### config.mk
export PLATFORM = sky130hd
export DESIGN_NAME = snd_bus_decode
export DESIGN_NICKNAME = d
export VERILOG_FILES = /design/src/hdl/snd_pkg.sv /design/src/hdl/snd_bus_decode.sv
export VERILOG_INCLUDE_DIRS = /design/src /design/src/include
export SDC_FILE = /design/constraint.sdc
export NUM_CORES = 1
export LEC_CHECK = 0
export ABC_CLOCK_PERIOD_IN_PS = 3500
export BUFFER_PORTS_ARGS = -buffer_cell sky130_fd_sc_hd__buf_2
export CORE_ASPECT_RATIO = 1.1
export CORE_UTILIZATION = 36
export CTS_CLUSTER_DIAMETER = 120
export DETAILED_ROUTE_END_ITERATION = 7
export PLACE_DENSITY = 0.85
export REMOVE_ABC_BUFFERS = 1
export SETUP_SLACK_MARGIN = 0.3
export SLEW_MARGIN = 20
export SYNTH_ARGS = -nofsm -noshare
export SYNTH_HDL_FRONTEND = slang
export SYNTH_SLANG_ARGS = --single-unit
export TNS_END_PERCENT = 5
### constraint.sdc
create_clock -name clk -period 3.5 [get_ports clk]
set_clock_uncertainty 0.15 [all_clocks]
set_input_delay 0.35 -clock clk [delete_from_list [all_inputs] [get_ports clk]]
set_output_delay 0.35 -clock clk [all_outputs]
set_load 0.03 [all_outputs]
### src/include/snd_cfg.svh
//####################
// sound board configuration
// memory map, ram depth, voice count and audio scaling
//####################
`ifndef SND_CFG_SVH
`define SND_CFG_SVH

// program rom, 0000-7fff
`define SND_ROM_AW      15

// work ram, f800-ffff
`define SND_RAM_AW      11
`define SND_RAM_MEM     5'b11111   // addr[15:11] of the ram page

// command latch read page, e800-efff
`define SND_LATCH_MEM   5'b11101   // addr[15:11]

// i/o slots, addr[7:6]
`define SND_IO_PSG      2'd0
`define SND_IO_LATCH    2'd3       // slot 2 is the unmapped pcm chip

// tone chip
`define SND_NVOICE      4
`define SND_SAMPLE_DIV  32         // cen pulses per sample
`define SND_AMP_SHIFT   9          // vol * 512 per voice

`endif

### src/hdl/snd_pkg.sv
//####################
// sound board types
// cpu bus, device selects, tone chip registers, audio
//####################
package snd_pkg;

    // z80 style bus as seen from the sound cpu
    typedef struct packed {
        logic [15:0] addr;
        logic        mreq_n;
        logic        iorq_n;
        logic        rd_n;
        logic        wr_n;
        logic [ 7:0] dout;   // cpu write data
    } cpu_bus_t;

    // registered device selection in the decoder
    typedef enum logic [2:0] {
        DEV_NONE,
        DEV_ROM,
        DEV_RAM,
        DEV_PSG,
        DEV_LATCH
    } dev_sel_e;

    // tone chip register indices, four per voice
    typedef enum logic [7:0] {
        REG_FREQ_LO0   = 8'd0,
        REG_FREQ_HI0   = 8'd1,
        REG_CTRL0      = 8'd2,   // [3:0] vol, [4] pan_l, [5] pan_r
        REG_FREQ_LO1   = 8'd4,
        REG_FREQ_HI1   = 8'd5,
        REG_CTRL1      = 8'd6,
        REG_FREQ_LO2   = 8'd8,
        REG_FREQ_HI2   = 8'd9,
        REG_CTRL2      = 8'd10,
        REG_FREQ_LO3   = 8'd12,
        REG_FREQ_HI3   = 8'd13,
        REG_CTRL3      = 8'd14,
        REG_TMR_PERIOD = 8'd16,
        REG_TMR_CTRL   = 8'd17   // [0] en, [1] irq en, [2] clear flag
    } psg_reg_e;

    typedef struct packed {
        logic [15:0] freq;   // phase step per sample
        logic [ 3:0] vol;
        logic        pan_l;
        logic        pan_r;
    } voice_cfg_t;

    typedef struct packed {
        logic signed [15:0] left;
        logic signed [15:0] right;
    } audio_t;

endpackage

### src/hdl/snd_bus_decode.sv
//####################
// sound cpu bus decoder
// chip selects, read mux, rom wait states,
// command ack and nmi edge flag
//####################
`timescale 1ns/1ps
`include "snd_cfg.svh"

module snd_bus_decode import snd_pkg::*; (
    input  logic     clk,
    input  logic     rst_n,
    input  cpu_bus_t bus,
    input  logic [7:0] latch,      // command from main cpu
    input  logic     irqn,         // main cpu write strobe, active low
    input  logic [7:0] rom_data,
    input  logic     rom_ok,
    input  logic [7:0] ram_rdata,
    input  logic [7:0] psg_rdata,
    output logic [7:0] din,
    output logic     wait_n,
    output logic     rom_cs,
    output logic     ram_we,
    output logic     psg_we,
    output logic     ack,
    output logic     nmi_n
);

    dev_sel_e sel_nxt;
    dev_sel_e sel;          // one clock behind the address
    logic     rom_ok2;      // rom_ok delayed
    logic     rom_good;
    logic     wr_done;      // held write already served
    logic     wr_go;
    logic     irqn_l;
    logic     irq_edge;
    logic     nmi_flag;

    // address decode
    always_comb begin
        sel_nxt = DEV_NONE;
        if (!bus.mreq_n) begin
            if (bus.addr[15:`SND_ROM_AW] == '0)
                sel_nxt = DEV_ROM;
            else if (bus.addr[15:11] == `SND_LATCH_MEM)
                sel_nxt = DEV_LATCH;   // e800
            else if (bus.addr[15:11] == `SND_RAM_MEM)
                sel_nxt = DEV_RAM;
        end else if (!bus.iorq_n) begin
            case (bus.addr[7:6])
                `SND_IO_PSG:   sel_nxt = DEV_PSG;
                `SND_IO_LATCH: sel_nxt = DEV_LATCH;
                default:       sel_nxt = DEV_NONE;   // pcm slot reads ff
            endcase
        end
    end

    always_ff @(posedge clk) begin
        if (!rst_n) begin
            sel     <= DEV_NONE;
            rom_ok2 <= 1'b0;
            wr_done <= 1'b0;
        end else begin
            sel     <= sel_nxt;
            rom_ok2 <= rom_ok;
            wr_done <= !bus.wr_n && (sel != DEV_NONE);
        end
    end

    // read data, one clock after the select
    always_ff @(posedge clk) begin
        case (sel)
            DEV_ROM:   din <= rom_data;
            DEV_RAM:   din <= ram_rdata;
            DEV_PSG:   din <= psg_rdata;
            DEV_LATCH: din <= latch;
            default:   din <= 8'hff;
        endcase
    end

    // rom data good after two clocks of rom_ok
    assign rom_good = rom_ok & rom_ok2;

    // registered so it rises together with din
    always_ff @(posedge clk) begin
        if (!rst_n)
            wait_n <= 1'b1;
        else
            wait_n <= !(sel == DEV_ROM && !bus.rd_n && !rom_good);
    end

    // one shot write enables
    assign wr_go  = !bus.wr_n && !wr_done;
    assign ram_we = wr_go && (sel == DEV_RAM);
    assign psg_we = wr_go && (sel == DEV_PSG);

    assign rom_cs = sel == DEV_ROM;
    assign ack    = sel == DEV_LATCH;   // command taken

    // nmi set by irqn falling edge, cleared by latch read
    assign irq_edge = irqn_l & ~irqn;

    always_ff @(posedge clk) begin
        if (!rst_n) begin
            irqn_l   <= 1'b1;
            nmi_flag <= 1'b0;
        end else begin
            irqn_l <= irqn;
            if (sel == DEV_LATCH)
                nmi_flag <= 1'b0;   // clear wins
            else if (irq_edge)
                nmi_flag <= 1'b1;
        end
    end

    assign nmi_n = ~nmi_flag;

endmodule

==> impl_metrics.py <==
metrics = {
    "route": {
        "dr.pass1.iters": 4,
        "first_iter_violations": 19,
        "via_per_inst": 4.99,
        "ant_nets": 0,
        "vias": 833,
        "wl_um": 1870,
        "wire_per_inst_um": 11.2,
        "drc_errors": 0,
    },
    "cells_and_area": {
        "fin_util_pct": 58.6,
        "drive_above_1_share_pct": 46.4,
        "finalNetCount": 205,
        "register_area_um2": 320,
        "nFillCells": 181,
        "num_antenna_cells": 0,
        "area_growth_pct": 47.3,
        "multi_input_area_um2": 378,
    },
    "setup_path": {
        "arrival_ps": 1710,
        "worstReg2RegStart": "sel[1]$_SDFF_PN0_",
        "crit_required_ps": 3000,
        "critical_path_class": "flip-flop to output pin",
        "startpoint_type": "flip-flop",
        "crit_start": "sel[1]$_SDFF_PN0_",
        "end_kind": "output pin",
        "critPathMaxFanout": 16,
    },
    "logic_synthesis": {
        "synth_most_common_cell": "dfxtp_1",
        "syn_avg_cell_area_um2": 9.28,
        "synth_seq_area_share_pct": 43.7,
        "synth_top_flop_cell": "dfxtp_1",
        "async_reset_ff_share_pct": 0,
        "ys_types": 30,
        "synth_warnings": 0,
        "ys_ff_latch": 16,
        "synth_area_leaders": "dfxtp_1 (44%), mux2i_1 (5.5%), a32oi_1 (4.8%)",
        "netlist_instances": 79,
        "synth_area_leader_cell": "dfxtp_1",
        "synth_edf_count": 0,
        "ys_top_cells_by_count": "dfxtp_1 (16), nor2_1 (7)",
        "syn_area_um2": 733,
        "synth_top_area_share_pct": 43.7,
    },
    "placement": {
        "place_worst_setup_slack_ps": 1610,
        "dp_hpwl_um": 1500,
        "port_buffers": 60,
        "gp_congestion": 0.714,
    },
    "clocking": {
        "clk_pin_slew_ps": 90,
        "cts_resized": 0,
        "cts_htree_levels": 1,
        "cts_tree": "done",
        "cts_hold_buffers": 0,
        "clockRootBuffer": "clkbuf_4",
        "clk_path_buf_depth": 2,
        "cts_buffers": 3,
        "clkSinkCount": 16,
        "clock_latency_ps": 290,
        "cts_setup_buffers": 0,
    },
    "floorplanning": {
        "fp.coreArea_mm2": 0.00184,
        "start_util_pct": 39.8,
        "row_count": 16,
        "ios": 78,
        "die_x_um": 45.0,
        "die-area_mm2": 0.00222,
        "die_h_um": 49.3,
    },
    "worst_hold_path": {
        "hold_path.class": "input port to flip-flop",
        "hp-start": "bus[9]",
    },
    "global_routing": {
        "grt_busiest_layer": "met2",
        "grt_max_degree": 17,
        "grt_pass1_wl_um": 3030,
        "gr-usage-met1_pct": 18.5,
        "overflow": 0,
        "antenna_found_initial": 0,
        "grtUsageMet3_pct": 3.33,
        "met2_usage_pct": 33.3,
        "grt_pass1_vias": 806,
        "gr-usage-all-layers_pct": 18.1,
    },
    "timing": {
        "finalHoldViolCount": 0,
        "worst_pin_slew_ps": 586,
        "setup_ws_ps": 1290,
        "setup_viol": 0,
        "tns_ps": 0,
        "slew_headroom_pct": 60.9,
        "min_period_over_period_pct": 63.0,
        "holdWs_ps": 101,
        "rsz0062_at_grt": "false",
        "max_freq_mhz": 453,
        "final.min_clock_period_ps": 2210,
        "slew_violations": 0,
    },
    "job": {
        "drv_cap": 0,
    },
    "power_and_ir_drop": {
        "p_leak_uw": 0.000494,
        "power_density_mw_per_mm2": 368,
        "peakVddDrop_mv": 0.229,
    },
    "run_status": {
        "outcome": "completed",
    },
}
-- metrics by stage --
stage | power (uW) | cell area [um2] | instances
2_1_floorplan | 239 | 709 | 76
4_1_cts | 400 | 1080 | 167
3_5_place_dp | 278 | 1040 | 163
5_1_grt | 417 | 1080 | 167
6_report | 397 | 1080 | 167
3_3_place_gp | 276 | 1040 | 163
-- sequential cells by signal, summed over array words and instances, names as in the netlist --
register / cells
nmi_flag: 1
din: 8
wr_done: 1
wait_n: 1
sel: 3
rom_ok2: 1
irqn_l: 1
-- cell families (layout without fill, tap and decap cells) --
| group | count (synthesis) | count (layout) | synth area share, % |
|---|---|---|---|
| compound gates | 25 | 25 | 23.2 |
| buf+inv | 6 | 67 | 4.78 |
| flops | 16 | 16 | 43.7 |
| mux | 4 | 4 | 5.46 |
| simple gates | 28 | 28 | 22.9 |
-- placed cells by master (no fill, tap or decap) --
master,count
nand2_1,2
nand3_1,1
clkbuf_8,1
nor3_1,3
buf_2,60
and2_1,1
dfxtp_1,16
or3b_4,1
or2b_1,1
o21bai_1,1
nor2b_1,2
a32oi_1,4
nor4_1,2
nand4b_1,2
or4b_1,1
nor4b_1,1
clkbuf_4,3
a31oi_1,4
nor2_1,7
nand2b_1,2
mux2i_1,4
o21ai_1,4
a22oi_1,4
nor3b_1,1
o22ai_1,4
inv_1,3
o21ai_0,1
o21a_1,2
a21boi_1,1
and2b_1,1
-- per-layer routing --
metal	share of wire, %	routed length, um
met1	39	740
met5	0	0
met2	52	977
met3	6.9	130
met4	1.4	26
-- worst paths after layout --
check                                          to  depth (start not counted)  slack, ps
worst max-delay path                       psg_we                          3       1290
worst min-delay path            wait_n$_SDFF_PN1_                          2        100
worst max register to register     din[7]$_DFF_P_                          3       1960
worst min register to register  wait_n$_SDFF_PN1_                          2        330
-- critical path, stage by stage (launching register included) --
cell	delay, ps
dfxtp_1	700
nand2b_1	260
nor4_1	220
buf_2	240
-- power by group --
part	switching, uW	internal (uW)
Clock	59.6	63.3
Combinational	41.3	35.8
Sequential	4.97	192
-- final cells by class --
| cell class | instances | share of cell area, % |
|---|---|---|
| Multi-Input combinational cell | 57 | 35.0 |
| Clock buffer | 4 | 3.36 |
| Tap cell | 27 | 3.13 |
| Sequential cell | 16 | 29.7 |
| Inverter | 3 | 1.04 |
| Timing Repair Buffer | 60 | 27.8 |
Power figures use the tool's default switching activity.
