[config.mk]
export PLATFORM = sky130hd
export DESIGN_NAME = psg_regs
export DESIGN_NICKNAME = d
export VERILOG_FILES = /design/src/hdl/snd_pkg.sv /design/src/hdl/psg_regs.sv
export VERILOG_INCLUDE_DIRS = /design/src /design/src/include
export SDC_FILE = /design/constraint.sdc
export NUM_CORES = 1
export LEC_CHECK = 0
export ABC_AREA = 1
export CAP_MARGIN = 10
export CORE_ASPECT_RATIO = 1.2
export CORE_UTILIZATION = 45
export CTS_CLUSTER_DIAMETER = 80
export CTS_CLUSTER_SIZE = 10
export DETAILED_ROUTE_END_ITERATION = 7
export DONT_BUFFER_PORTS = 1
export GPL_ROUTABILITY_DRIVEN = 0
export PLACE_DENSITY = 0.69
export SLEW_MARGIN = 20
export SYNTH_ARGS = -nofsm -noshare
export SYNTH_HDL_FRONTEND = slang
export SYNTH_SLANG_ARGS = --single-unit
[constraint.sdc]
create_clock -name clk -period 3.1 [get_ports clk]
set_input_delay 0.155 -clock clk [delete_from_list [all_inputs] [get_ports clk]]
set_output_delay 0.155 -clock clk [all_outputs]
set_load 0.005 [all_outputs]
[src/include/snd_cfg.svh]
//####################
// sound board configuration
// memory map, ram depth, voice count and audio scaling
//####################
`ifndef SND_CFG_SVH
`define SND_CFG_SVH

// program rom, 0000-7fff
`define SND_ROM_AW      15

// work ram, f800-ffff
`define SND_RAM_AW      11
`define SND_RAM_MEM     5'b11111   // addr[15:11] of the ram page

// command latch read page, e800-efff
`define SND_LATCH_MEM   5'b11101   // addr[15:11]

// i/o slots, addr[7:6]
`define SND_IO_PSG      2'd0
`define SND_IO_LATCH    2'd3       // slot 2 is the unmapped pcm chip

// tone chip
`define SND_NVOICE      4
`define SND_SAMPLE_DIV  32         // cen pulses per sample
`define SND_AMP_SHIFT   9          // vol * 512 per voice

`endif

[src/hdl/snd_pkg.sv]
//####################
// sound board types
// cpu bus, device selects, tone chip registers, audio
//####################
package snd_pkg;

    // z80 style bus as seen from the sound cpu
    typedef struct packed {
        logic [15:0] addr;
        logic        mreq_n;
        logic        iorq_n;
        logic        rd_n;
        logic        wr_n;
        logic [ 7:0] dout;   // cpu write data
    } cpu_bus_t;

    // registered device selection in the decoder
    typedef enum logic [2:0] {
        DEV_NONE,
        DEV_ROM,
        DEV_RAM,
        DEV_PSG,
        DEV_LATCH
    } dev_sel_e;

    // tone chip register indices, four per voice
    typedef enum logic [7:0] {
        REG_FREQ_LO0   = 8'd0,
        REG_FREQ_HI0   = 8'd1,
        REG_CTRL0      = 8'd2,   // [3:0] vol, [4] pan_l, [5] pan_r
        REG_FREQ_LO1   = 8'd4,
        REG_FREQ_HI1   = 8'd5,
        REG_CTRL1      = 8'd6,
        REG_FREQ_LO2   = 8'd8,
        REG_FREQ_HI2   = 8'd9,
        REG_CTRL2      = 8'd10,
        REG_FREQ_LO3   = 8'd12,
        REG_FREQ_HI3   = 8'd13,
        REG_CTRL3      = 8'd14,
        REG_TMR_PERIOD = 8'd16,
        REG_TMR_CTRL   = 8'd17   // [0] en, [1] irq en, [2] clear flag
    } psg_reg_e;

    typedef struct packed {
        logic [15:0] freq;   // phase step per sample
        logic [ 3:0] vol;
        logic        pan_l;
        logic        pan_r;
    } voice_cfg_t;

    typedef struct packed {
        logic signed [15:0] left;
        logic signed [15:0] right;
    } audio_t;

endpackage

[src/hdl/psg_regs.sv]
//####################
// tone chip registers
// index/data access, voice settings, timer and irq
//####################
`timescale 1ns/1ps
`include "snd_cfg.svh"

module psg_regs import snd_pkg::*; (
    input  logic       clk,
    input  logic       rst_n,
    input  logic       a0,        // 0 index, 1 data
    input  logic [7:0] wdata,
    input  logic       we,
    input  logic       tick,      // sample strobe
    output voice_cfg_t [`SND_NVOICE-1:0] voices,
    output logic [7:0] rdata,
    output logic       int_n
);

    localparam int VW = $clog2(`SND_NVOICE);

    logic [7:0]    idx;         // register index
    logic          data_we;
    psg_reg_e      reg_sel;     // voice fields folded onto voice 0
    logic [VW-1:0] vsel;
    logic [7:0]    tmr_period;
    logic          tmr_en;
    logic          irq_en;
    logic [7:0]    tmr_cnt;
    logic          tmr_flag;
    logic          flag_clr;

    assign data_we = we && a0;
    assign vsel    = idx[VW+1:2];
    assign reg_sel = (idx < 8'(4 * `SND_NVOICE)) ? psg_reg_e'({6'd0, idx[1:0]})
                                                 : psg_reg_e'(idx);

    always_ff @(posedge clk) begin
        if (!rst_n) begin
            idx        <= '0;
            voices     <= '0;
            tmr_period <= '0;
            tmr_en     <= 1'b0;
            irq_en     <= 1'b0;
        end else if (we && !a0) begin
            idx <= wdata;
        end else if (data_we) begin
            case (reg_sel)
                REG_FREQ_LO0:   voices[vsel].freq[7:0]  <= wdata;
                REG_FREQ_HI0:   voices[vsel].freq[15:8] <= wdata;
                REG_CTRL0: begin
                    voices[vsel].vol   <= wdata[3:0];
                    voices[vsel].pan_l <= wdata[4];
                    voices[vsel].pan_r <= wdata[5];
                end
                REG_TMR_PERIOD: tmr_period <= wdata;
                REG_TMR_CTRL: begin
                    tmr_en <= wdata[0];
                    irq_en <= wdata[1];
                end
                default: ;   // holes in the map
            endcase
        end
    end

    // write 1 to bit 2 clears the flag
    assign flag_clr = data_we && (reg_sel == REG_TMR_CTRL) && wdata[2];

    // timer counts samples, flag at period then restart
    always_ff @(posedge clk) begin
        if (!rst_n) begin
            tmr_cnt  <= '0;
            tmr_flag <= 1'b0;
        end else begin
            if (!tmr_en) begin
                tmr_cnt <= '0;
            end else if (tick) begin
                if (tmr_cnt + 8'd1 == tmr_period) begin
                    tmr_cnt <= '0;
                    if (!flag_clr)
                        tmr_flag <= 1'b1;
                end else begin
                    tmr_cnt <= tmr_cnt + 8'd1;
                end
            end
            if (flag_clr)
                tmr_flag <= 1'b0;
        end
    end

    assign rdata = {7'd0, tmr_flag};   // status
    assign int_n = !(tmr_flag && irq_en);

endmodule

==> reports/results.tsv <==
stage	metric	value	unit
clock_tree	cts_inserted_buffers	17	
final_layout	drive_gt1_share	14.5	%
setup_path	cp_top_family	simple AND/OR/NAND/NOR gates	
run	drv_cap	0	
sta	finalSetupTns	0	ns
power	cellLeakagePower	2.01	nW
power	p_switching	0.000841	W
route	via_count	3762	
setup_path	setup.worst_path.class	flip-flop to flip-flop	
setup_path	path_buf_inv	0	
setup_path	slowest_delay	0.43	ns
clock_tree	cts_root_buf	clkbuf_16	
floorplan	num_rows	40	
route	drc_errors	0	
final_layout	fillerInstances	930	
setup_path	rrSetupSlack	1.17	ns
setup_path	r2r-start	tmr_cnt[0]	
clock_tree	clkTransAtPathRegs	0.05	ns
placement	hpwl	7260	um
logic_synthesis	synth_top_cell_area_share	49.4	%
power	ir_drop	564	uV
floorplan	die_h	113	um
floorplan	die_area	0.0108	mm2
setup_path	critical_path.cell_chain	ha_1 -> nand2_1 -> nor2_2 -> nand3_1 -> nand3_1 -> nand2_1 -> nor2_1 -> nand3_2 -> nand2_1 -> a21oi_1	
setup_path	arrival	2.21	ns
route	avgViaCountPerCell	5.33	
route	firstDrtPassIters	5	
global_route	antenna_found_initial	0	
logic_synthesis	yosys_warnings	0	
logic_synthesis	yosys-top-cells-area	dfxtp_1 (49%), a21oi_1 (9.2%), o21ai_0 (6.3%)	
logic_synthesis	synthTopCellsByCount	dfxtp_1 (115), a21oi_1 (86), nand2_1 (60)	
route	drtIter0Drc	186	
placement	io_buffers	0	
setup_path	cp-start-kind	flip-flop	
power	seq_power_share	43.3	%
logic_synthesis	synth-main-ff-cell	dfxtp_1	
sta	rsz0062_at_grt	no	
global_route	grt_max_degree	76	
final_layout	antenna_cells	0	
setup_path	path_common_cell	nand2_1	
setup_path	critPathCaptureType	flip-flop	
sta	period_needed	1.93	ns
setup_path	cp.depth	10	
sta	skew	0.0137	ns
global_route	gr-total-overflow	0	
setup_path	path_max_fanout	8	
clock_tree	cts_resized	0	
logic_synthesis	synth_edf_count	0	
global_route	grt_pass1_vias	3571	
floorplan	start_util	46.3	%
worst_hold_path	hold_path.class	primary input to flip-flop	
sta	maxSlewHeadroom	47.3	%
clock_tree	cts.sinks	115	
setup_path	reg2reg_depth	10	
clock_tree	cts_tree	built	
sta	max_clock_freq	0.518	GHz
sta	slew_violations	0	
power	clkPwrFrac	52.5	%
power	finalPower	0.00351	W
sta	setup_violations	0	
logic_synthesis	avgSynthCellArea	8.21	um2
clock_tree	clock_latency	0.41	ns
global_route	grtUsageTotal	22.5	%
clock_tree	h-tree-depth	4	
power	comb_power_share	4.3	%
logic_synthesis	synth.most_common_cell	dfxtp_1	
route	ant_nets	0	
floorplan	die_w	94.9	um
floorplan	num_io_pins	110	
route	wirelength	11500	um
logic_synthesis	synthCells	567	
sta	period_share	62.3	%
logic_synthesis	async_reset_ff_share	0	%
logic_synthesis	yosys.area.top_type	dfxtp_1	
sta	tightest_slew	0.787	ns
sta	hold_viol_final	0	
power	powerDensity	660	mW/mm2
logic_synthesis	seq_area_frac_synth	49.4	%
logic_synthesis	synth_seq_cells	115	
final_layout	nNetsFinal	581	
setup_path	crit_slowest_cell	dfxtp_1	
global_route	grt_pass1_wl	18300	um
route	wl_per_cell	16.4	um
setup_path	r2r_end	tmr_cnt[0]	
floorplan	core-area	0.0101	mm2
clock_tree	cts.path.max_buffers	2	
setup_path	crit_start	tmr_cnt[0]	
outcome	status	complete, no violations	
setup_path	cp-endpoint	tmr_cnt[0]	
logic_synthesis	synth_area	0.00466	mm2
logic_synthesis	synth.distinct_cells	28	
setup_path	worstPathRequired	3.38	ns
power	swShare	23.9	%
final_layout	syn2layout_area_growth	14.3	%
power	p_int	0.00267	W
==> stage by stage <==
stage | util (%) | cell area, um2 | setup slack, ns | hold slack, ns | std cells
after floorplan | - | 4680 | 1.52 | 0.331 | 573
after global placement | 46.2 | 4650 | 1.38 | 0.302 | 664
after detailed placement | 46.2 | 4650 | 1.26 | 0.305 | 664
after CTS | 52.9 | 5330 | 1.17 | 0.0566 | 706
after global routing | 52.9 | 5330 | 0.975 | 0.0761 | 706
final | 52.9 | 5330 | 1.17 | 0.0729 | 706
==> cell type report <==
type	count	area, um2	area share [%]
Clock buffer	18	439	8.25
Tap cell	126	158	2.96
Sequential cell	115	2300	43.2
Timing Repair Buffer	11	118	2.21
Multi-Input combinational cell	355	1930	36.2
Inverter	67	251	4.72
Clock inverter	14	130	2.44
==> kinds of logic after synthesis <==
kind of cell	Yosys count	synth area share, %
adders and majority gates	1	0.269
and+or+nand+nor	154	15.6
other	1	0.0805
xor gates and xnor gates	1	0.188
DFF	115	49.4
buffers and inverters	103	9.67
AOI/OAI and AO/OA	192	24.7
==> layer usage <==
metal / track usage [%] / routed length, um / share of wire (%)
met5: 0 / 0 / 0
met4: 8.69 / 186 / 1.6
met3: 9.27 / 968 / 8.4
met2: 36.9 / 5590 / 48
met1: 26.0 / 4800 / 42
==> cells in the final DEF (no fill, tap or decap) <==
cell           count
nand3_4            2
o21ai_1           14
dfxtp_1          115
nor2_2            11
clkbuf_16         17
o21ai_0           59
dlygate4sd3_1      9
clkinv_2           3
a211oi_1          11
nor3b_1            1
a21oi_1           86
buf_4              1
buf_12             1
clkinvlp_4         2
inv_6              3
ha_1               1
o221a_2            1
clkinv_4           5
clkbuf_8           1
bufinv_16          1
nand2_1           60
nand3_1           17
nand3_2            3
nand4_1            2
inv_1             55
nor2_8             2
a211oi_2          21
xnor2_1            1
conb_1             7
nand2_2            5
inv_2              5
nor2_1            51
clkinv_1           7
==> repair_timing <==
item	4_1_cts	5_1_grt
setup buffers	0	0
hold buffers	10	0
hold endpoints to repair	108	0
setup endpoints to repair	0	0
==> worst register-to-register path: stages (launching register included) <==
cell,delay [ns]
dfxtp_1,0.43
ha_1,0.24
nand2_1,0.13
nor2_2,0.17
nand3_1,0.11
nand3_1,0.10
nand2_1,0.07
nor2_1,0.18
nand3_2,0.20
nand2_1,0.12
a21oi_1,0.07
==> power by group through the flow <==
stage | combinational [W] | sequential [W] | clock [W]
3_3_place_gp | 0.000115 | 0.00155 | 0
2_1_floorplan | 0.000111 | 0.00155 | 0
5_1_grt | 0.000165 | 0.00152 | 0.00193
6_report | 0.000151 | 0.00152 | 0.00184
3_5_place_dp | 0.000118 | 0.00155 | 0
4_1_cts | 0.000150 | 0.00152 | 0.00187
==> how the worst min path moves through the flow <==
stage | startpoint | endpoint | depth (start not counted)
3_5_place_dp | rst_n | flip-flop | 2
3_3_place_gp | rst_n | irq_en | 2
4_1_cts | rst_n | tmr_cnt[2] | 2
2_1_floorplan | wdata[1] | flip-flop | 2
6_report | rst_n | tmr_cnt[4] | 2
5_1_grt | rst_n | tmr_cnt[4] | 2
Note: power is estimated with default switching activity, not from simulation.
