[src/include/snd_cfg.svh]
//####################
// sound board configuration
// memory map, ram depth, voice count and audio scaling
//####################
`ifndef SND_CFG_SVH
`define SND_CFG_SVH

// program rom, 0000-7fff
`define SND_ROM_AW      15

// work ram, f800-ffff
`define SND_RAM_AW      11
`define SND_RAM_MEM     5'b11111   // addr[15:11] of the ram page

// command latch read page, e800-efff
`define SND_LATCH_MEM   5'b11101   // addr[15:11]

// i/o slots, addr[7:6]
`define SND_IO_PSG      2'd0
`define SND_IO_LATCH    2'd3       // slot 2 is the unmapped pcm chip

// tone chip
`define SND_NVOICE      4
`define SND_SAMPLE_DIV  32         // cen pulses per sample
`define SND_AMP_SHIFT   9          // vol * 512 per voice

`endif

[src/hdl/snd_pkg.sv]
//####################
// sound board types
// cpu bus, device selects, tone chip registers, audio
//####################
package snd_pkg;

    // z80 style bus as seen from the sound cpu
    typedef struct packed {
        logic [15:0] addr;
        logic        mreq_n;
        logic        iorq_n;
        logic        rd_n;
        logic        wr_n;
        logic [ 7:0] dout;   // cpu write data
    } cpu_bus_t;

    // registered device selection in the decoder
    typedef enum logic [2:0] {
        DEV_NONE,
        DEV_ROM,
        DEV_RAM,
        DEV_PSG,
        DEV_LATCH
    } dev_sel_e;

    // tone chip register indices, four per voice
    typedef enum logic [7:0] {
        REG_FREQ_LO0   = 8'd0,
        REG_FREQ_HI0   = 8'd1,
        REG_CTRL0      = 8'd2,   // [3:0] vol, [4] pan_l, [5] pan_r
        REG_FREQ_LO1   = 8'd4,
        REG_FREQ_HI1   = 8'd5,
        REG_CTRL1      = 8'd6,
        REG_FREQ_LO2   = 8'd8,
        REG_FREQ_HI2   = 8'd9,
        REG_CTRL2      = 8'd10,
        REG_FREQ_LO3   = 8'd12,
        REG_FREQ_HI3   = 8'd13,
        REG_CTRL3      = 8'd14,
        REG_TMR_PERIOD = 8'd16,
        REG_TMR_CTRL   = 8'd17   // [0] en, [1] irq en, [2] clear flag
    } psg_reg_e;

    typedef struct packed {
        logic [15:0] freq;   // phase step per sample
        logic [ 3:0] vol;
        logic        pan_l;
        logic        pan_r;
    } voice_cfg_t;

    typedef struct packed {
        logic signed [15:0] left;
        logic signed [15:0] right;
    } audio_t;

endpackage

[src/hdl/psg_voices.sv]
//####################
// tone chip voices
// sample divider, square wave phases, stereo mix
//####################
`timescale 1ns/1ps
`include "snd_cfg.svh"

module psg_voices import snd_pkg::*; (
    input  logic       clk,
    input  logic       rst_n,
    input  logic       cen,
    input  voice_cfg_t [`SND_NVOICE-1:0] voices,
    output logic       tick,      // to the timer
    output logic       sample,
    output audio_t     audio
);

    localparam int DIV_W = $clog2(`SND_SAMPLE_DIV);

    logic [DIV_W-1:0]   cen_cnt;
    logic               adv;          // last cen of a sample period
    logic [15:0]        phase     [`SND_NVOICE];
    logic [15:0]        phase_nxt [`SND_NVOICE];
    logic signed [15:0] sum_l;
    logic signed [15:0] sum_r;

    assign adv = cen && (cen_cnt == DIV_W'(`SND_SAMPLE_DIV - 1));

    // cen divider
    always_ff @(posedge clk) begin
        if (!rst_n) begin
            cen_cnt <= '0;
        end else if (cen) begin
            if (adv)
                cen_cnt <= '0;
            else
                cen_cnt <= cen_cnt + DIV_W'(1);
        end
    end

    // next phases and their mix
    // max 4 * 15 * 512 fits in 16 bits
    always_comb begin : mix
        logic signed [15:0] amp;
        logic signed [15:0] contrib;
        sum_l = '0;
        sum_r = '0;
        for (int v = 0; v < `SND_NVOICE; v++) begin
            phase_nxt[v] = phase[v] + voices[v].freq;
            amp     = signed'({12'd0, voices[v].vol} << `SND_AMP_SHIFT);
            contrib = phase_nxt[v][15] ? -amp : amp;   // msb high, low half
            if (voices[v].pan_l)
                sum_l = sum_l + contrib;
            if (voices[v].pan_r)
                sum_r = sum_r + contrib;
        end
    end

    // phases, audio and strobe move together
    always_ff @(posedge clk) begin
        if (!rst_n) begin
            for (int v = 0; v < `SND_NVOICE; v++)
                phase[v] <= '0;
            audio <= '0;
            tick  <= 1'b0;
        end else begin
            tick <= adv;
            if (adv) begin
                for (int v = 0; v < `SND_NVOICE; v++)
                    phase[v] <= phase_nxt[v];
                audio.left  <= sum_l;
                audio.right <= sum_r;
            end
        end
    end

    assign sample = tick;   // same strobe out of the board

endmodule

[config.mk]
export PLATFORM = sky130hd
export DESIGN_NAME = psg_voices
export DESIGN_NICKNAME = d
export VERILOG_FILES = /design/src/hdl/snd_pkg.sv /design/src/hdl/psg_voices.sv
export VERILOG_INCLUDE_DIRS = /design/src /design/src/include
export SDC_FILE = /design/constraint.sdc
export NUM_CORES = 1
export LEC_CHECK = 0
export BUFFER_PORTS_ARGS = -buffer_cell sky130_fd_sc_hd__buf_2
export CORE_MARGIN = 4
export CORE_UTILIZATION = 53
export DETAILED_ROUTE_END_ITERATION = 8
export PLACE_DENSITY = 0.88
export SLEW_MARGIN = 20
export SYNTH_ARGS = -nofsm -noshare
export SYNTH_HDL_FRONTEND = slang
export SYNTH_SLANG_ARGS = --single-unit
[constraint.sdc]
create_clock -name clk -period 7.2 [get_ports clk]
set_clock_uncertainty 0.15 [all_clocks]
set_input_delay 1.44 -clock clk [delete_from_list [all_inputs] [get_ports clk]]
set_output_delay 1.44 -clock clk [all_outputs]
set_load 0.005 [all_outputs]
==> impl_metrics.xml <==
<?xml version="1.0" encoding="UTF-8"?>
<metrics>
  <group name="run_status">
    <metric name="status" unit="">complete, no violations</metric>
  </group>
  <group name="timing">
    <metric name="relSlewSlack" unit="">0.316</metric>
    <metric name="final_period_minus_worst_setup_slack" unit="ns">6.91</metric>
    <metric name="worst-slew-pin-transition" unit="ns">1.03</metric>
    <metric name="setup_total_negative_slack" unit="ns">0</metric>
    <metric name="final_hold_viol_count" unit="">0</metric>
    <metric name="worst_hold_slack" unit="ns">0.303</metric>
    <metric name="grt_setup_unrepaired" unit="">false</metric>
    <metric name="maxClockFrequency" unit="MHz">145</metric>
    <metric name="final.period_utilization" unit="">0.959</metric>
    <metric name="max_slew_vio_count" unit="">0</metric>
    <metric name="setup_violations" unit="">0</metric>
  </group>
  <group name="power">
    <metric name="seq_pwr_share" unit="">0.295</metric>
    <metric name="vdd_ir_drop_max" unit="V">0.000128</metric>
    <metric name="ratio_of_total_power_to_cell_area" unit="mW/mm^2">201</metric>
    <metric name="internal_portion_of_total_power" unit="uW">1170</metric>
    <metric name="total_power" unit="uW">1830</metric>
    <metric name="clkPwrFrac" unit="">0.269</metric>
    <metric name="power.combinational.fraction" unit="">0.437</metric>
    <metric name="p_leak" unit="uW">0.00427</metric>
    <metric name="power.net_switching" unit="uW">657</metric>
    <metric name="netSwitchingFraction" unit="">0.360</metric>
  </group>
  <group name="global_routing">
    <metric name="grt_start_max_net_pins" unit="">68</metric>
    <metric name="antenna_found_initial" unit="">1</metric>
    <metric name="busiest_layer" unit="">met2</metric>
    <metric name="first_global_vias" unit="">6863</metric>
    <metric name="grt_pass1_wl" unit="um">32000</metric>
    <metric name="grtUsageMet3" unit="">0.0531</metric>
    <metric name="globalRouteTotalUtil" unit="">0.220</metric>
    <metric name="met1_usage" unit="">0.279</metric>
    <metric name="met2_resource_use_gr" unit="">0.373</metric>
    <metric name="grt.overflow.total" unit="">0</metric>
  </group>
  <group name="clock_tree">
    <metric name="tritoncts.num_buffers" unit="">9</metric>
    <metric name="clk_transition_reported_paths" unit="ns">0.07</metric>
    <metric name="clock_path_buffers" unit="">2</metric>
    <metric name="clockRootBuffer" unit="">clkbuf_16</metric>
    <metric name="cts.sink_count" unit="">84</metric>
    <metric name="tritoncts" unit="">done</metric>
    <metric name="post_cts_buffers" unit="">0</metric>
    <metric name="clkLatencyLatePin" unit="ns">0.35</metric>
    <metric name="h-tree-depth" unit="">3</metric>
  </group>
  <group name="synth">
    <metric name="synth_edf_count" unit="">64</metric>
    <metric name="synthDominantAreaCellType" unit="">edfxtp_1</metric>
    <metric name="synth_common_cells" unit="">ha_1 (100), nor2_1 (98), a21oi_1 (70), edfxtp_1 (64), inv_1 (63)</metric>
    <metric name="library_cell_with_the_highest_instance_count_after_synthesis" unit="">ha_1</metric>
    <metric name="ys_async_sr_fraction" unit="">0</metric>
    <metric name="ys_top_cells_by_area" unit="">edfxtp_1 (24%), ha_1 (15%), dfxtp_1 (4.9%)</metric>
    <metric name="synth_top_flop_cell" unit="">edfxtp_1</metric>
    <metric name="synth_area_per_cell" unit="um^2">8.84</metric>
    <metric name="netlist.area_leader.share" unit="">0.237</metric>
    <metric name="yosysSeqAreaShare" unit="">0.287</metric>
    <metric name="ys_warn_count" unit="">0</metric>
    <metric name="ys_ff_latch" unit="">84</metric>
    <metric name="postSynthCellCount" unit="">916</metric>
    <metric name="synth.cell_area" unit="mm^2">0.00810</metric>
    <metric name="netlist-cell-type-count" unit="">71</metric>
  </group>
  <group name="cells_and_area">
    <metric name="final_layout_size_suffix_gt1_frac" unit="">0.155</metric>
    <metric name="layout.cells.non_filler" unit="">1211</metric>
    <metric name="area.growth.synth_to_final" unit="%">12.5</metric>
    <metric name="nNetsFinal" unit="">1221</metric>
    <metric name="antenna_cells_inserted" unit="">0</metric>
  </group>
  <group name="floorplan">
    <metric name="core_area" unit="mm^2">0.0148</metric>
    <metric name="initial_standard_cell_utilization_of_the_core" unit="">0.549</metric>
    <metric name="die_area" unit="mm^2">0.0173</metric>
    <metric name="die-height" unit="um">132</metric>
    <metric name="io-pin-count" unit="">125</metric>
    <metric name="fp-row-count" unit="">44</metric>
    <metric name="dieWidth" unit="um">132</metric>
  </group>
  <group name="critical_path">
    <metric name="cp.arrival" unit="ns">7.00</metric>
    <metric name="reg2reg_depth" unit="">25</metric>
    <metric name="timing.rr.start" unit="">phase[1][1]$_SDFFCE_PN0P_</metric>
    <metric name="r2r_setup_slack" unit="ns">1.06</metric>
    <metric name="worst_r2r_endpoint" unit="">audio[15]$_SDFFE_PN0P_</metric>
    <metric name="timing.critical_path.from_type" unit="">primary input</metric>
    <metric name="endpoint_type_of_the_worst_setup_path" unit="">flop</metric>
    <metric name="critical_path.max_fanout" unit="">6</metric>
    <metric name="cp.required" unit="ns">7.29</metric>
    <metric name="criticalPathCategory" unit="">in2reg</metric>
  </group>
  <group name="route">
    <metric name="drc" unit="">0</metric>
    <metric name="antenna_violating_nets_left" unit="">0</metric>
    <metric name="route.final.wire_length" unit="um">19100</metric>
    <metric name="drt_iter0_drc" unit="">491</metric>
    <metric name="firstDrtPassIters" unit="">8</metric>
    <metric name="routed_via_density" unit="">5.82</metric>
    <metric name="num_vias" unit="">7051</metric>
    <metric name="detail_route.wl_per_cell" unit="um">15.8</metric>
  </group>
  <group name="min_path">
    <metric name="worstHoldEndpoint" unit="">audio[31]$_SDFFE_PN0P_</metric>
    <metric name="whs_path_depth" unit="">2</metric>
    <metric name="class_of_the_tightest_hold_or_removal_check" unit="">reg2reg</metric>
    <metric name="hp-start" unit="">audio[31]$_SDFFE_PN0P_</metric>
  </group>
  <group name="placement">
    <metric name="numPlacedInstances" unit="">1195</metric>
    <metric name="place.port_buffers" unit="">106</metric>
    <metric name="gpl.final_weighted_congestion" unit="">0.886</metric>
    <metric name="hpwlAfterDp" unit="um">14500</metric>
  </group>
  <group name="run">
    <metric name="max-cap-violations" unit="">0</metric>
  </group>
</metrics>
## kinds of logic (layout without fill, tap and decap cells)
| group | after synthesis | in the layout | synth area share |
|---|---|---|---|
| and+or+nand+nor | 277 | 277 | 0.163 |
| AOI/OAI and AO/OA | 246 | 246 | 0.203 |
| adders and majority gates | 109 | 109 | 0.175 |
| buffers and inverters | 100 | 194 | 0.0556 |
| DFF | 84 | 84 | 0.287 |
| xor gates and xnor gates | 77 | 77 | 0.0867 |
| muxes | 22 | 22 | 0.0286 |
| other | 1 | 18 | 0.000463 |
## routing by layer
metal	routed length, um	vias up
met5	8	-
met4	432	2
met3	1270	38
met2	8940	207
met1	8430	3276
li1	-	3528
## critical path: stages
cell and delay (ns):
buf_2 0.12, ha_1 0.32, a211oi_2 0.28, o211ai_2 0.19, a21o_2 0.27, a311oi_4 0.37
o21ai_2 0.13, a221oi_2 0.37, nor2_1 0.09, ha_1 0.22, or3_1 0.38, a21oi_1 0.19
xnor2_1 0.20, ha_1 0.32, xor2_1 0.15, mux2_2 0.29, ha_1 0.31, nor2b_1 0.13
o21ai_0 0.13, nand2b_1 0.10, a21o_1 0.19, a21oi_1 0.17, xor2_1 0.16, nand2_1 0.08
xnor3_1 0.18, a22o_1 0.20
## how the worst max path moves through the flow
stage                                        end       start  slack [ns]
final                     audio[15]$_SDFFE_PN0P_  voices[29]        0.29
after detailed placement  audio[31]$_SDFFE_PN0P_  voices[29]       -0.08
after global routing      audio[31]$_SDFFE_PN0P_  voices[20]        0.01
after floorplan           audio[15]$_SDFFE_PN0P_  voices[29]        0.39
after CTS                 audio[31]$_SDFFE_PN0P_  voices[29]        0.25
after global placement    audio[31]$_SDFFE_PN0P_  voices[29]        0.06
## area by class of cell
class / count / area (um^2)
fillers: 1254 / 5640
multi-input cells: 749 / 5430
flip-flops and latches: 84 / 2320
repair buffers: 115 / 598
inverters: 63 / 236
well taps: 184 / 230
clock buffers: 10 / 229
clock inverters: 6 / 71.3
## sequential cells by signal (all words and copies together), names as in the netlist
register / count
phase: 64
audio: 14
cen_cnt: 5
sample: 1
## per-stage QoR
step,utilization,setup WS [ns],cell area [um^2]
finish,0.618,0.294,9110
global route,0.618,0.0123,9110
CTS,0.616,0.254,9080
detailed placement,0.595,-0.0790,8780
global placement,0.595,0.0599,8780
floorplan,-,0.393,8160
## power groups by stage
stage,sequential [uW],combinational [uW],clock (uW)
after global routing,540,890,515
after CTS,539,782,498
after floorplan,548,611,0
final,539,798,491
after global placement,549,745,0
after detailed placement,549,776,0
## placed cells by master (no fill, tap or decap), types with 10 or more instances in the layout
master | synthesis | final
nor2b_1 | 13 | 13
o21bai_1 | 12 | 12
buf_2 | 0 | 106
a21oi_1 | 70 | 69
nor3_1 | 29 | 29
dfxtp_1 | 20 | 20
inv_1 | 63 | 62
o31ai_1 | 10 | 10
ha_1 | 100 | 100
nor2_1 | 98 | 98
a21o_1 | 27 | 27
nand2_1 | 53 | 53
o21ai_0 | 37 | 37
edfxtp_1 | 64 | 64
conb_1 | 1 | 18
a31oi_1 | 10 | 10
mux2i_1 | 13 | 13
and2_1 | 12 | 12
xor2_1 | 35 | 35
and3_1 | 20 | 20
nand3_1 | 13 | 12
xnor2_1 | 40 | 40
## repair_timing
action	in CTS	in global routing
hold buffers	0	0
setup endpoints to repair	0	1
gates resized for setup	0	5
No activity file was read; power rests on OpenSTA's default activity.
